**config.mk**
```make
export PLATFORM = sky130hd
export DESIGN_NAME = core_ctrl_flat
export DESIGN_NICKNAME = d
export VERILOG_FILES = /design/src/core_pkg.sv /design/src/core_if.sv /design/src/core_ctrl.sv /design/src/flat_wrapper.sv
export SDC_FILE = /design/constraint.sdc
export NUM_CORES = 1
export LEC_CHECK = 0
export BUFFER_PORTS_ARGS = -buffer_cell sky130_fd_sc_hd__buf_2
export CAP_MARGIN = 0
export CELL_PAD_IN_SITES_DETAIL_PLACEMENT = 0
export CELL_PAD_IN_SITES_GLOBAL_PLACEMENT = 1
export CORE_AREA = 2 2 235 237
export DETAILED_ROUTE_END_ITERATION = 10
export DIE_AREA = 0 0 237 239
export PLACE_DENSITY = 0.49
export SYNTH_ARGS = -nofsm -noshare
export SYNTH_HDL_FRONTEND = slang
export SYNTH_SLANG_ARGS = --single-unit
```
**constraint.sdc**
```tcl
create_clock -name clk -period 4.23 [get_ports clk]
set_clock_uncertainty 0.2 [all_clocks]
set_input_delay 0.2115 -clock clk [delete_from_list [all_inputs] [get_ports clk]]
set_output_delay 0.2115 -clock clk [all_outputs]
set_load 0.005 [all_outputs]
```
**src/core_pkg.sv**
```systemverilog
/* Core definitions */
package core_pkg;

  localparam int XLEN       = 64;
  localparam int ILEN       = 32;
  localparam int RIDX_W     = 5;
  localparam int IMEM_DEPTH = 64;  // Instruction words.
  localparam int DMEM_DEPTH = 64;  // Doublewords.
  localparam int IMEM_AW    = $clog2(IMEM_DEPTH);
  localparam int DMEM_AW    = $clog2(DMEM_DEPTH);

  localparam logic [XLEN-1:0] RESET_PC = '0;

  // Major opcode field, inst[6:0].
  typedef enum logic [6:0] {
    OPC_OP_IMM = 7'b0010011,
    OPC_OP     = 7'b0110011,
    OPC_LUI    = 7'b0110111,
    OPC_LOAD   = 7'b0000011,
    OPC_STORE  = 7'b0100011,
    OPC_BRANCH = 7'b1100011,
    OPC_JAL    = 7'b1101111,
    OPC_SYSTEM = 7'b1110011
  } opcode_e;

  typedef enum logic [2:0] {
    ALU_ADD,
    ALU_SUB,
    ALU_AND,
    ALU_OR,
    ALU_XOR,
    ALU_SLT,
    ALU_PASS_B
  } alu_op_e;

  typedef enum logic [1:0] {
    MEM_NONE  = 2'd0,  // Idle value on a link.
    MEM_LOAD  = 2'd1,
    MEM_STORE = 2'd2
  } mem_op_e;

  typedef enum logic [1:0] {
    ST_IDLE,
    ST_FETCH,
    ST_WAIT,
    ST_HALT
  } ctrl_state_e;

endpackage

```
**src/core_if.sv**
```systemverilog
/* Stage and register file links */
interface stage_if;
  logic                          req;
  logic                          ack;
  logic [core_pkg::XLEN-1:0]     pc;
  logic [core_pkg::ILEN-1:0]     inst;
  logic [core_pkg::RIDX_W-1:0]   rd;
  logic                          rd_wen;
  logic [core_pkg::XLEN-1:0]     rd_wdata;  // Result, or address for memory ops.
  core_pkg::mem_op_e             mem_op;
  logic [core_pkg::XLEN-1:0]     store_data;
  logic [core_pkg::XLEN-1:0]     next_pc;

  modport src (
    output req, pc, inst, rd, rd_wen, rd_wdata, mem_op, store_data, next_pc,
    input  ack
  );

  modport dst (
    input  req, pc, inst, rd, rd_wen, rd_wdata, mem_op, store_data, next_pc,
    output ack
  );
endinterface


```
**src/core_ctrl.sv**
```systemverilog
/* Core control */
module core_ctrl (
  input  logic                         clk,
  input  logic                         rst,
  stage_if.dst                         wb,
  output logic                         o_fetch_start,
  output logic [core_pkg::XLEN-1:0]    o_fetch_pc,
  output logic                         o_rf_wen,
  output logic [core_pkg::RIDX_W-1:0]  o_rf_waddr,
  output logic [core_pkg::XLEN-1:0]    o_rf_wdata,
  output logic                         o_commit_valid,
  output logic [core_pkg::XLEN-1:0]    o_commit_pc,
  output logic [core_pkg::ILEN-1:0]    o_commit_inst,
  output logic [core_pkg::RIDX_W-1:0]  o_commit_rd,
  output logic [core_pkg::XLEN-1:0]    o_commit_wdata,
  output logic                         o_halt
);

  core_pkg::ctrl_state_e        state;
  logic [core_pkg::XLEN-1:0]    pc;
  logic                         commit;
  logic                         is_ebreak;

  assign wb.ack = (state == core_pkg::ST_WAIT);
  assign commit = wb.req & wb.ack;

  // EBREAK is 0x00100073.
  assign is_ebreak = (wb.inst[6:0] == core_pkg::OPC_SYSTEM) && (wb.inst[31:7] == 25'h0002000);

  assign o_fetch_start = (state == core_pkg::ST_FETCH);
  assign o_fetch_pc    = pc;
  assign o_halt        = (state == core_pkg::ST_HALT);

  // Register file write lands on the commit edge.
  assign o_rf_wen   = commit & wb.rd_wen;
  assign o_rf_waddr = wb.rd;
  assign o_rf_wdata = wb.rd_wdata;

  always_ff @(posedge clk) begin
    if (rst) begin
      state          <= core_pkg::ST_IDLE;
      pc             <= core_pkg::RESET_PC;
      o_commit_valid <= 1'b0;
    end else begin
      o_commit_valid <= commit;
      case (state)
        core_pkg::ST_IDLE:  state <= core_pkg::ST_FETCH;
        core_pkg::ST_FETCH: state <= core_pkg::ST_WAIT;  // One-cycle start pulse.
        core_pkg::ST_WAIT: begin
          if (commit) begin
            pc    <= wb.next_pc;
            state <= is_ebreak ? core_pkg::ST_HALT : core_pkg::ST_FETCH;
          end
        end
        default: state <= core_pkg::ST_HALT;  // Stays halted.
      endcase
    end
  end

  always_ff @(posedge clk) begin
    if (commit) begin
      o_commit_pc    <= wb.pc;
      o_commit_inst  <= wb.inst;
      o_commit_rd    <= wb.rd;
      o_commit_wdata <= wb.rd_wen ? wb.rd_wdata : '0;
    end
  end

endmodule

```
**src/flat_wrapper.sv**
```systemverilog
// flat-port wrapper written by rule: the top's interface ports become plain ports
module core_ctrl_flat 
  (clk, rst, o_fetch_start, o_fetch_pc, o_rf_wen, o_rf_waddr, o_rf_wdata, o_commit_valid, o_commit_pc, o_commit_inst, o_commit_rd, o_commit_wdata, o_halt, wb_req, wb_pc, wb_inst, wb_rd, wb_rd_wen, wb_rd_wdata, wb_mem_op, wb_store_data, wb_next_pc, wb_ack);
  stage_if wb_i ();
  input  logic clk;
  input  logic rst;
  output logic o_fetch_start;
  output logic [core_pkg::XLEN-1:0] o_fetch_pc;
  output logic o_rf_wen;
  output logic [core_pkg::RIDX_W-1:0] o_rf_waddr;
  output logic [core_pkg::XLEN-1:0] o_rf_wdata;
  output logic o_commit_valid;
  output logic [core_pkg::XLEN-1:0] o_commit_pc;
  output logic [core_pkg::ILEN-1:0] o_commit_inst;
  output logic [core_pkg::RIDX_W-1:0] o_commit_rd;
  output logic [core_pkg::XLEN-1:0] o_commit_wdata;
  output logic o_halt;
  input wire logic [$bits(wb_i.req)-1:0] wb_req;
  input wire logic [$bits(wb_i.pc)-1:0] wb_pc;
  input wire logic [$bits(wb_i.inst)-1:0] wb_inst;
  input wire logic [$bits(wb_i.rd)-1:0] wb_rd;
  input wire logic [$bits(wb_i.rd_wen)-1:0] wb_rd_wen;
  input wire logic [$bits(wb_i.rd_wdata)-1:0] wb_rd_wdata;
  input wire logic [$bits(wb_i.mem_op)-1:0] wb_mem_op;
  input wire logic [$bits(wb_i.store_data)-1:0] wb_store_data;
  input wire logic [$bits(wb_i.next_pc)-1:0] wb_next_pc;
  output wire logic [$bits(wb_i.ack)-1:0] wb_ack;
  assign wb_i.req = wb_req;
  assign wb_i.pc = wb_pc;
  assign wb_i.inst = wb_inst;
  assign wb_i.rd = wb_rd;
  assign wb_i.rd_wen = wb_rd_wen;
  assign wb_i.rd_wdata = wb_rd_wdata;
  assign wb_i.mem_op = wb_mem_op;
  assign wb_i.store_data = wb_store_data;
  assign wb_i.next_pc = wb_next_pc;
  assign wb_ack = wb_i.ack;
  core_ctrl u_core (.clk(clk), .rst(rst), .wb(wb_i), .o_fetch_start(o_fetch_start), .o_fetch_pc(o_fetch_pc), .o_rf_wen(o_rf_wen), .o_rf_waddr(o_rf_waddr), .o_rf_wdata(o_rf_wdata), .o_commit_valid(o_commit_valid), .o_commit_pc(o_commit_pc), .o_commit_inst(o_commit_inst), .o_commit_rd(o_commit_rd), .o_commit_wdata(o_commit_wdata), .o_halt(o_halt));
endmodule
```
---- Word-level counts from Yosys, hierarchy flattened ----
Index checks and enable logic that the tools add are counted.
storage, ports and cells
  input bits .............................. 299
  output and inout port bits .............. 303
  register bits after elaboration ......... 232
operators by class
  reductions and logical operators ........ 3
  equal/unequal tests ..................... 6
  bitwise gates (word level) .............. 2
  multiplexer cells ....................... 3
operator list
  cell                                                                number
  25-bit by 14-bit == test with 1-bit output (second input constant)  1
  7-bit == test (second input constant)                               1
  2-bit one-hot mux with 3 select lines                               1
  2-bit == test (second input constant)                               2
  2-bit two-way mux                                                   2
  1-bit AND                                                           2
  2-bit by 1-bit == test with 1-bit output (second input constant)    1
  2-bit logical NOT                                                   1
  2-bit inequality test (second input constant)                       1
  2-bit AND reduction                                                 1
  1-bit logical AND                                                   1

---- Depth between registers and ports, before layout ----
Gate-level depths: netlist (run 1).
  word-level depth ........................ 5
  gate-level depth with buffers ........... 6
  gate-level depth less buffers ........... 4

---- Worst setup path before layout (run 1) ----
OpenSTA, ideal clock, no wires.
  path type ............................... flip-flop to output port
  from .................................... register u_core.state[1]
  to ...................................... output port o_rf_wen
  buffers on the path ..................... 1
  arrival time ............................ 2.888 ns
  path slack .............................. 0.930 ns
  cell stages (with the launch flop) ...... 5
  data required time ...................... 3.818 ns
  cells stage by stage .................... dfxtp_1 -> nand3b_4 -> inv_2 -> buf_2 -> and2_1
between the ends
  longest elaborated chain between the ends .. 3
ends and longest elaborated chain
  element                  line               source
  start, declared          core_ctrl.sv:19    core_pkg::ctrl_state_e state;
  start signal, assigned   core_ctrl.sv:41    state <= core_pkg::ST_IDLE;
  start signal, assigned   core_ctrl.sv:47    core_pkg::ST_IDLE: state <= core_pkg::ST_FETCH;
  start signal, assigned   core_ctrl.sv:48    core_pkg::ST_FETCH: state <= core_pkg::ST_WAIT;
  2-bit == test            core_ctrl.sv:24    assign wb.ack = (state == core_pkg::ST_WAIT);
  1-bit AND                core_ctrl.sv:25    assign commit = wb.req & wb.ack;
  named net u_core.commit  core_ctrl.sv:21    logic commit;
  1-bit AND                core_ctrl.sv:35    assign o_rf_wen = commit & wb.rd_wen;
  end, declared            flat_wrapper.sv:9  output logic o_rf_wen;
The timed path passes the listed nets, and every way through them passes these cells.

---- Final worst setup path (run 1) ----
  from .................................... register u_core.state[1]
  to ...................................... register u_core.pc (netlist bit u_core.o_fetch_pc[54])
between the ends
  longest elaborated chain between the ends .. 3
ends and longest elaborated chain
  element                            line                              source
  2-bit == test (*)                  core_ctrl.sv:24, core_ctrl.sv:46
  1-bit AND                          core_ctrl.sv:25
  2-bit AND reduction (no line) (*)  --
  end signal, assigned               core_ctrl.sv:42                   pc <= core_pkg::RESET_PC;
  end signal, assigned               core_ctrl.sv:51                   pc <= wb.next_pc;
  end, declared                      core_ctrl.sv:20                   logic [core_pkg::XLEN-1:0] pc;
Mark *: on every way between the ends. The rest lies on a longest branch, timed or not.
A chain may end at the register's enable or synchronous reset.

==> results.tsv, run 1 <==
stage	metric	value	unit
floorplan	die_w	237	um
clock_network	clk_pin_slew_worst_paths	0.07	ns
power_and_ir_drop	peakVddDrop	0.292	mV
job	cap_violations	0	
yosys	synth_area_per_cell	13.7	um2
timing	fin_crit_sh	0.611	
critical_path	critPathArrivalTime	2.88	ns
floorplan	io_pins	602	
yosys	ys.flop_type	edfxtp_1	
critical_path	crit_fanout	105	
yosys	synthCells	608	
yosys	synth_area	0.00836	mm2
critical_path	worstPathRequired	4.52	ns
floorplan	initial_core_util	0.154	
timing	slew_headroom	0.375	
yosys	synth.most_common_cell	edfxtp_1	
routing	wire_per_inst	15.0	um
place	finalWeightedCongestion	0.788	
place	hpwl	21500	um
clock_network	clockRootBuffer	clkbuf_16	
routing	drc	0	
routing	drt-pass1-iter-count	4	
floorplan	rows	86	
routing	routed_wl	30800	um
floorplan	core_area	0.0543	mm2
timing	period_minus_slack	2.58	ns
timing	hold_viol_final	0	
yosys	synth_cell_types	23	
clock_network	cts.sinks	232	
yosys	synth_edf_count	165	
timing	setup_tns	0	ns
layout	drive_above_1_share	0.433	
place	numPortBuffers	535	
floorplan	dieArea	0.0566	mm2
global_routing	grt_pass1_wl	44400	um
critical_path	cp-start-kind	flip-flop	
yosys	synth_largest_area_cell	edfxtp_1	
layout	area_growth	76.1	%
power_and_ir_drop	power.leakage	6.25	nW
clock_network	tritoncts	done	
timing	setup_ws	1.65	ns
routing	via_per_inst	3.53	
worst_hold_path	min_path_type	input pin to flip-flop	
clock_network	clockBufferDepth	3	
yosys	netlist.area_leader.share	0.593	
floorplan	fp.dieH	239	um
timing	worst_pin_slew	0.937	ns
clock_network	worstSkewPairLatency	0.58	ns
yosys	ys_ff_latch	232	
clock_network	cts_inserted_buffers	28	
run_status	status	completed	
yosys	synth_fp_nets	907	
global_routing	antenna_found_initial	2	
critical_path	crit_type	flip-flop to flip-flop	
global_routing	grt_pass1_vias	7514	
worst_hold_path	hold_path_depth	2	
clock_network	postCtsSetupBuffers	0	
timing	fmax	387	MHz
clock_network	h-tree-depth	1	
routing	ant_nets	0	
timing	whs	0.149	ns
global_routing	grtUsageTotal	0.102	
critical_path	end_kind	flip-flop	
place	pre_cts_slack	1.96	ns
global_routing	grt_start_max_net_pins	106	
timing	setup_viol	0	
place	dp_cells	1755	
yosys	yosys-top-cells-count	edfxtp_1 (165), nand2_1 (129), buf_4 (72)	
timing	rsz0062_at_grt	no	
layout	nets	1632	
global_routing	grt_overflow	0	
timing	slew_violations	0	
critical_path	worstRegToRegCells	6	
power_and_ir_drop	power.density	371	mW/mm2
routing	drtIter0Drc	268	
layout	final_cells	2060	
yosys	ys_seq_area_frac	0.753	
yosys	async_flop_share	0	
layout	fin_util	0.271	
routing	vias	7272	
yosys	ys_warn_count	0	
yosys	synth_area_leaders	edfxtp_1 (59%), dfxtp_1 (16%), buf_4 (6.5%)	
-- path summary, 6_finish.rpt --
path | from | to | slack (ns)
worst min-delay path | wb_pc[31] | u_core.o_commit_pc[31] | 0.15
worst min register to register | u_core.o_fetch_pc[14] | u_core.o_fetch_pc[14] | 0.25
worst max register to register | u_core.state[1] | u_core.o_fetch_pc[54] | 1.65
worst max-delay path | u_core.state[1] | u_core.o_fetch_pc[54] | 1.65
-- through the flow --
stage | cell area [um2] | power (mW)
after floorplan | 8360 | 2.74
after global placement | 11300 | 2.95
after detailed placement | 11300 | 2.95
after CTS | 14700 | 5.58
after global routing | 14700 | 5.68
final | 14700 | 5.46
-- layer usage --
layer	share of wire	track usage	wire length [um]	vias to the layer above
li1	-	-	-	3470
met1	0.40	0.119	12200	3481
met2	0.51	0.179	15700	269
met3	0.061	0.0251	1890	50
met4	0.032	0.0374	999	2
met5	0.00042	0	13	-
-- placed cells by master (no fill, tap or decap), types with 2 or more instances in the layout --
cell and instances:
nand2_1 129, edfxtp_1 165, nor4b_1 2, nor4_1 4
dfxtp_1 67, nor2_1 2, clkbuf_16 30, clkbuf_1 2
buf_2 535, and2_1 66, nor2b_1 2, dlygate4sd3_1 252
clkbuf_8 3, clkinv_2 9, buf_4 4, clkinv_1 5
a21oi_1 64
-- worst max-delay path, cell delays in order, from the launching register on --
cell and delay (ns):
dfxtp_1 0.44, nand3b_4 0.13, inv_8 0.46, buf_12 0.41, nand2_1 0.11, a21oi_1 0.13
dlygate4sd3_1 0.55
-- cells by family after synthesis --
logic type / after synthesis / synth area share
AOI/OAI and AO/OA: 66 / 0.0401
buffers and inverters: 98 / 0.0841
DFF: 232 / 0.753
and+or+nand+nor: 212 / 0.122
-- cell type report --
type | count | area, um2
clock inverters | 16 | 110
inverters | 1 | 11.3
well taps | 704 | 881
diodes | 1 | 2.50
flip-flops and latches | 232 | 6300
multi-input cells | 278 | 1360
repair buffers | 792 | 5250
clock buffers | 36 | 807
fillers | 5786 | 39600
-- state kept, by name (all words and copies together), names as in the netlist --
register,cells
u_core.o_commit_inst,32
u_core.o_commit_valid,1
u_core.o_commit_rd,5
u_core.state,2
u_core.o_commit_pc,64
u_core.o_fetch_pc,64
u_core.o_commit_wdata,64
-- what timing repair did --
item | 4_1_cts | 5_1_grt
hold endpoints to repair | 231 | 0
hold buffers | 252 | 0
gates resized for setup | 0 | 0
-- power breakdown --
group / total, mW / leakage [nW] / switching [mW] / internal, mW
sequential: 2.53 / 2.05 / 0.0208 / 2.51
combinational: 0.550 / 3.74 / 0.233 / 0.318
clock: 2.38 / 0.462 / 0.984 / 1.40
total: 5.46 / 6.25 / 1.24 / 4.22
Note: power is estimated with default switching activity, not from simulation.
==> run 2: changes to the inputs <==
--- a/config.mk
+++ b/config.mk
@@ -9,10 +9,10 @@
 export CAP_MARGIN = 0
 export CELL_PAD_IN_SITES_DETAIL_PLACEMENT = 0
 export CELL_PAD_IN_SITES_GLOBAL_PLACEMENT = 1
-export CORE_AREA = 2 2 235 237
+export CORE_AREA = 2 2 233 235
 export DETAILED_ROUTE_END_ITERATION = 10
-export DIE_AREA = 0 0 237 239
-export PLACE_DENSITY = 0.49
+export DIE_AREA = 0 0 235 237
+export PLACE_DENSITY = 0.51
 export SYNTH_ARGS = -nofsm -noshare
 export SYNTH_HDL_FRONTEND = slang
 export SYNTH_SLANG_ARGS = --single-unit
==> constraint.sdc (replaced) <==
create_clock -name clk -period 2.1 [get_ports clk]
set_clock_uncertainty 0.2 [all_clocks]
set_input_delay 0.105 -clock clk [delete_from_list [all_inputs] [get_ports clk]]
set_output_delay 0.105 -clock clk [all_outputs]
set_load 0.005 [all_outputs]
==> results.tsv, run 2 (same netlist as run 1, synthesis figures left out) <==
stage	metric	value	unit	change
critical_path	crit_fanout	16		was 105
routing	ant_nets	0		unchanged
clock_network	clockBufferDepth	3		unchanged
layout	multi_input_area	0.00136	mm2	unchanged
clock_network	worstSkewPairLatency	0.54	ns	was 0.58 ns
floorplan	fp.dieH	237	um	was 239 um
timing	hold_viol_final	0		unchanged
timing	period_minus_slack	1.89	ns	
layout	area_growth	82.6	%	was 76.1%
place	dp_cells	1757		was 1755
layout	regArea	0.00630	mm2	unchanged
clock_network	cts_inserted_buffers	27		was 28
floorplan	dieArea	0.0557	mm2	was 0.0566 mm2
job	cap_violations	0		unchanged
routing	routed_wl	32200	um	was 30800 um
global_routing	antenna_found_initial	8		was 2
critical_path	cpLargestDelayFamily	flip-flops		was buffers and inverters
routing	wl_met1	12600	um	was 12200 um
clock_network	clockRootBuffer	clkbuf_16		unchanged
critical_path	crit_path_start	u_core.state[1]		unchanged
routing	drt-pass1-iter-count	4		unchanged
clock_network	clk_pin_slew_worst_paths	0.06	ns	was 0.07 ns
global_routing	grt_start_max_net_pins	68		was 106
global_routing	grtUsageTotal	0.110		was 0.102
clock_network	cts.sinks	232		unchanged
critical_path	r2r_end	u_core.o_fetch_pc[20]		was u_core.o_fetch_pc[54]
critical_path	critPathBufInv	2		was 3
floorplan	die_w	235	um	was 237 um
routing	drc	0		unchanged
routing	vias	7490		was 7272
run_status	status	completed		unchanged
layout	drive_above_1_share	0.419		was 0.433
place	finalWeightedCongestion	0.759		was 0.788
place	pre_cts_slack	0.311	ns	was 1.96 ns
critical_path	crit_type	flip-flop to primary output		was flip-flop to flip-flop
routing	via_per_inst	3.56		was 3.53
timing	fin_crit_sh	0.898		
layout	layout_common_cells	buf_2 (535), dlygate4sd3_1 (296), edfxtp_1 (165)		was buf_2 (535), dlygate4sd3_1 (252), edfxtp_1 (165)
floorplan	rows	85		was 86
timing	setup_ws	0.214	ns	was 1.65 ns
timing	slew_headroom	0.728		was 0.375
routing	wire_per_inst	15.3	um	was 15.0 um
critical_path	endpoint	o_rf_wen		was u_core.o_fetch_pc[54]
critical_path	crit_cells	4		was 6
critical_path	critPathArrivalTime	1.58	ns	was 2.88 ns
global_routing	grt_pass1_vias	7871		was 7514
routing	top_layer_used	met5		unchanged
critical_path	end_kind	primary output		was flip-flop
critical_path	max_stage_delay	0.44	ns	was 0.55 ns
timing	slew_violations	0		unchanged
critical_path	r2r_setup_slack	0.35	ns	was 1.65 ns
routing	drtIter0Drc	210		was 268
layout	layout_commonest_cell	buf_2		unchanged
layout	nets	1687		was 1632
critical_path	crit_chain	nand3b_4, inv_16, and2_1, buf_2		was nand3b_4, inv_8, buf_12, nand2_1, a21oi_1, dlygate4sd3_1
clock_network	tritoncts	done		unchanged
floorplan	core_area	0.0533	mm2	was 0.0543 mm2
critical_path	cp_slowest_cell	dfxtp_1		was dlygate4sd3_1
global_routing	grt_pass1_wl	47200	um	was 44400 um
floorplan	initial_core_util	0.157		was 0.154
layout	final_cells	2106		was 2060
clock_network	h-tree-depth	1		unchanged
floorplan	io_pins	602		unchanged
global_routing	grt_overflow	0		unchanged
power_and_ir_drop	peakVddDrop	0.478	mV	was 0.292 mV
routing	wl_met3	2330	um	was 1890 um
critical_path	worstPathRequired	1.79	ns	was 4.52 ns
place	numPortBuffers	535		unchanged
critical_path	cp-start-kind	flip-flop		unchanged
routing	met2_length	16200	um	was 15700 um
timing	worst_pin_slew	0.404	ns	was 0.937 ns
timing	rsz0062_at_grt	no		unchanged
place	hpwl	22600	um	was 21500 um
power_and_ir_drop	power.leakage	6.53	nW	was 6.25 nW
timing	fmax	530	MHz	
critical_path	worstRegToRegCells	5		was 6
critical_path	reg2reg_from	u_core.state[0]		was u_core.state[1]
timing	setup_viol	0		unchanged
timing	setup_tns	0	ns	unchanged
worst_hold_path	min_path_type	input pin to flip-flop		unchanged
power_and_ir_drop	power.density	728	mW/mm2	was 371 mW/mm2
layout	fillers	5615		was 5786
==> run 2: changes by cell type in the layout (fill, tap and decap cells not counted), sizes merged <==
cell / previous run / this run
bufinv: 1 / 4
buf: 540 / 550
inv: 1 / 4
dlygate4sd3: 252 / 296
clkbuf: 36 / 37
clkinv: 15 / 8
==> run 2: layout make-up <==
type                       count  share of cell area
antenna                        1            0.000164
clock buffer                  37              0.0480
clock inverter                13              0.0107
inverter                       1             0.00131
multi-input combinational    278              0.0890
sequential                   232               0.412
tap                          696              0.0570
timing repair buffer         846               0.380
timing repair inverter         2             0.00115
==> run 2: how the worst min path moves through the flow <==
stage                     depth (start not counted)                       to       start  slack (ns)
final                                             2   u_core.o_commit_pc[30]   wb_pc[30]        0.07
after global routing                              2   u_core.o_commit_pc[59]   wb_pc[59]        0.03
after CTS                                         2    u_core.o_commit_pc[5]    wb_pc[5]        0.01
after detailed placement                          1    u_core.o_commit_pc[9]    wb_pc[9]        0.08
after global placement                            1    u_core.o_commit_pc[8]    wb_pc[8]        0.08
after floorplan                                   0  u_core.o_commit_inst[0]  wb_inst[0]       0.004
==> run 2: through the flow <==
stage | power, mW | utilization | instance area (um2) | hold WS (ns)
2_1_floorplan | 5.51 | - | 8360 | 0.00387
3_3_place_gp | 5.96 | 0.214 | 11400 | 0.0812
3_5_place_dp | 5.97 | 0.214 | 11400 | 0.0835
4_1_cts | 11.3 | 0.286 | 15300 | 0.0143
5_1_grt | 11.6 | 0.286 | 15300 | 0.0288
6_report | 11.1 | 0.286 | 15300 | 0.0689
==> run 2: timing repair <==
| item | CTS | global route |
|---|---|---|
| hold buffers | 296 | 0 |
| setup endpoints to repair | 1 | 0 |
| setup buffers | 1 | 0 |
| resized for setup | 2 | 0 |
| hold endpoints to repair | 238 | 0 |
==> run 2: layer usage <==
metal | GRT usage | vias to the layer above
met4 | 0.0428 | 8
met5 | 0 | -
met2 | 0.192 | 273
met3 | 0.0326 | 62
met1 | 0.125 | 3565
li1 | - | 3582
==> run 2: power by group <==
part	leakage [nW]	internal, mW	switching [mW]
sequential	2.05	5.05	0.0426
clock	0.437	2.92	1.88
combinational	4.04	0.724	0.488
total	6.53	8.69	2.42
==> run 2: worst reg2reg max path, delay by kind of cell (launching register included) <==
family / cells / cell delay (ns)
buffers and inverters: 2 / 0.53
flip-flops: 1 / 0.39
AND/OR/NAND/NOR: 2 / 0.39
AO/OA/AOI/OAI: 1 / 0.17
==> run 3: changes to the inputs <==
--- a/config.mk
+++ b/config.mk
@@ -9,9 +9,9 @@
 export CAP_MARGIN = 0
 export CELL_PAD_IN_SITES_DETAIL_PLACEMENT = 0
 export CELL_PAD_IN_SITES_GLOBAL_PLACEMENT = 1
-export CORE_AREA = 2 2 233 235
+export CORE_AREA = 3 3 234 236
 export DETAILED_ROUTE_END_ITERATION = 10
-export DIE_AREA = 0 0 235 237
+export DIE_AREA = 0 0 237 239
 export PLACE_DENSITY = 0.51
 export SYNTH_ARGS = -nofsm -noshare
 export SYNTH_HDL_FRONTEND = slang
==> results.tsv, run 3 (same netlist as run 1, synthesis figures left out) <==
stage	metric	value	unit	change
clock_network	clockBufferDepth	3		unchanged
clock_network	tritoncts	done		unchanged
critical_path	crit_path_start	u_core.state[1]		unchanged
worst_hold_path	hold_path_depth	2		unchanged
timing	fmax	524	MHz	was 530 MHz
timing	hold_viol_final	0		unchanged
clock_network	cts.sinks	232		unchanged
floorplan	rows	84		was 85
layout	final_cells	2066		was 2106
place	numPortBuffers	535		unchanged
timing	setup_tns	0	ns	unchanged
global_routing	antenna_found_initial	10		was 8
floorplan	core_area	0.0527	mm2	was 0.0533 mm2
clock_network	h-tree-depth	1		unchanged
critical_path	r2r_end	u_core.o_commit_pc[3]		was u_core.o_fetch_pc[20]
place	dp_cells	1756		was 1757
layout	nets	1654		was 1687
routing	drtIter0Drc	199		was 210
timing	worst_pin_slew	0.592	ns	was 0.404 ns
critical_path	crit_fanout	11		was 16
critical_path	critPathArrivalTime	1.60	ns	was 1.58 ns
layout	layout_common_cells	buf_2 (535), dlygate4sd3_1 (253), edfxtp_1 (165)		was buf_2 (535), dlygate4sd3_1 (296), edfxtp_1 (165)
job	cap_violations	0		unchanged
critical_path	reg2reg_from	u_core.state[1]		was u_core.state[0]
floorplan	io_pins	602		unchanged
worst_hold_path	min_path_type	input pin to flip-flop		unchanged
layout	fillers	5514		was 5615
timing	setup_viol	0		unchanged
layout	area_growth	79.8	%	was 82.6%
floorplan	dieArea	0.0566	mm2	was 0.0557 mm2
routing	via_per_inst	3.57		was 3.56
clock_network	worstSkewPairLatency	0.55	ns	was 0.54 ns
critical_path	crit_chain	nand3b_4, inv_16, and2_1, buf_2		unchanged
power_and_ir_drop	total_power	11.5	mW	was 11.1 mW
global_routing	grt_pass1_wl	47800	um	was 47200 um
critical_path	r2r_setup_slack	0.33	ns	was 0.35 ns
floorplan	die_w	237	um	was 235 um
timing	slew_violations	0		unchanged
timing	period_minus_slack	1.91	ns	was 1.89 ns
critical_path	max_stage_delay	0.45	ns	was 0.44 ns
timing	rsz0062_at_grt	no		unchanged
global_routing	grt_overflow	0		unchanged
routing	routed_wl	33400	um	was 32200 um
power_and_ir_drop	power.leakage	6.39	nW	was 6.53 nW
timing	fin_crit_sh	0.909		was 0.898
clock_network	clk_pin_slew_worst_paths	0.06	ns	about the same
routing	drt-pass1-iter-count	4		unchanged
critical_path	cp_slowest_cell	dfxtp_1		unchanged
worst_hold_path	min_from	wb_pc[63]		was wb_pc[30]
clock_network	cts_inserted_buffers	29		was 27
critical_path	cp-start-kind	flip-flop		unchanged
critical_path	end_kind	primary output		unchanged
routing	drc	0		unchanged
global_routing	grt_pass1_vias	7647		was 7871
power_and_ir_drop	power.density	764	mW/mm2	was 728 mW/mm2
run_status	status	completed		unchanged
place	finalWeightedCongestion	0.752		was 0.759
layout	layout_commonest_cell	buf_2		unchanged
critical_path	worstRegToRegCells	4		was 5
floorplan	fp.dieH	239	um	was 237 um
critical_path	crit_type	flip-flop to primary output		unchanged
routing	wire_per_inst	16.2	um	was 15.3 um
place	hpwl	23900	um	was 22600 um
critical_path	worstPathRequired	1.79	ns	about the same
worst_hold_path	hold_end	u_core.o_commit_pc[63]		was u_core.o_commit_pc[30]
global_routing	grt_start_max_net_pins	66		was 68
routing	vias	7384		was 7490
power_and_ir_drop	peakVddDrop	0.530	mV	was 0.478 mV
clock_network	clockRootBuffer	clkbuf_16		unchanged
layout	drive_above_1_share	0.442		was 0.419
global_routing	grtUsageTotal	0.110		about the same
timing	slew_headroom	0.605		was 0.728
routing	ant_nets	0		unchanged
floorplan	initial_core_util	0.159		was 0.157
[run 3: cell types whose count changed in the layout (fill, tap and decap cells not counted)]
| cell | before | now |
|---|---|---|
| dlygate4sd3_1 | 296 | 253 |
| clkbuf_1 | 8 | 2 |
| clkinv_2 | 3 | 9 |
| buf_4 | 11 | 16 |
| buf_12 | 4 | 7 |
| bufinv_16 | 4 | 6 |
| clkbuf_16 | 27 | 29 |
| clkbuf_8 | 2 | 0 |
| clkinv_1 | 5 | 4 |
| clkinv_4 | 0 | 1 |
| clkinvlp_4 | 0 | 1 |
[run 3: how the worst max path moves through the flow]
stage,slack (ns),endpoint,cells after the start
after CTS,0.13,o_rf_wen,4
final,0.19,o_rf_wen,4
after global placement,0.36,u_core.o_commit_pc[10],3
after global routing,0.07,o_rf_wen,4
after floorplan,0.08,u_core.o_commit_inst[0],3
after detailed placement,0.31,u_core.o_commit_pc[10],3
[run 3: where the power goes]
group          internal (mW)  switching, mW
sequential              5.05         0.0422
clock                   3.25           1.96
combinational          0.686          0.492
[run 3: metrics by stage]
stage	instance area, um2	worst slack [ns]	utilization	hold slack (ns)
global placement	11500	0.364	0.218	0.0815
finish	15000	0.192	0.285	0.0530
detailed placement	11500	0.314	0.218	0.0834
global route	15000	0.0699	0.285	0.0278
CTS	15000	0.127	0.285	0.00461
floorplan	8360	0.0812	-	0.00387
[run 3: repair_timing]
action                                 CTS  global route
setup endpoints to repair                1             0
resized for setup                        2             0
buffers inserted                         1             0
hold buffers                           253             0
endpoints found under the hold margin  234             0
[run 3: critical path: cells and delay by family (launching register included)]
family | cells | cell delay (ns)
flops | 1 | 0.45
buf+inv | 2 | 0.27
simple gates | 2 | 0.32
[run 3: layer usage]
layer | routed length (um) | track usage | up-vias
met4 | 640 | 0.0310 | 6
met3 | 2410 | 0.0291 | 51
li1 | - | - | 3523
met2 | 17400 | 0.201 | 290
met5 | 41 | 0 | -
met1 | 13000 | 0.126 | 3514
[run 3: area by class of cell]
type                       count  area, um2  share of cell area
sequential                   232       6300               0.419
tap                          688        861              0.0573
timing repair inverter         2       17.5             0.00117
clock inverter                22        265              0.0177
clock buffer                  31        733              0.0488
antenna                        1       2.50            0.000167
inverter                       1       20.0             0.00133
timing repair buffer         811       5470               0.364
multi-input combinational    278       1360              0.0904
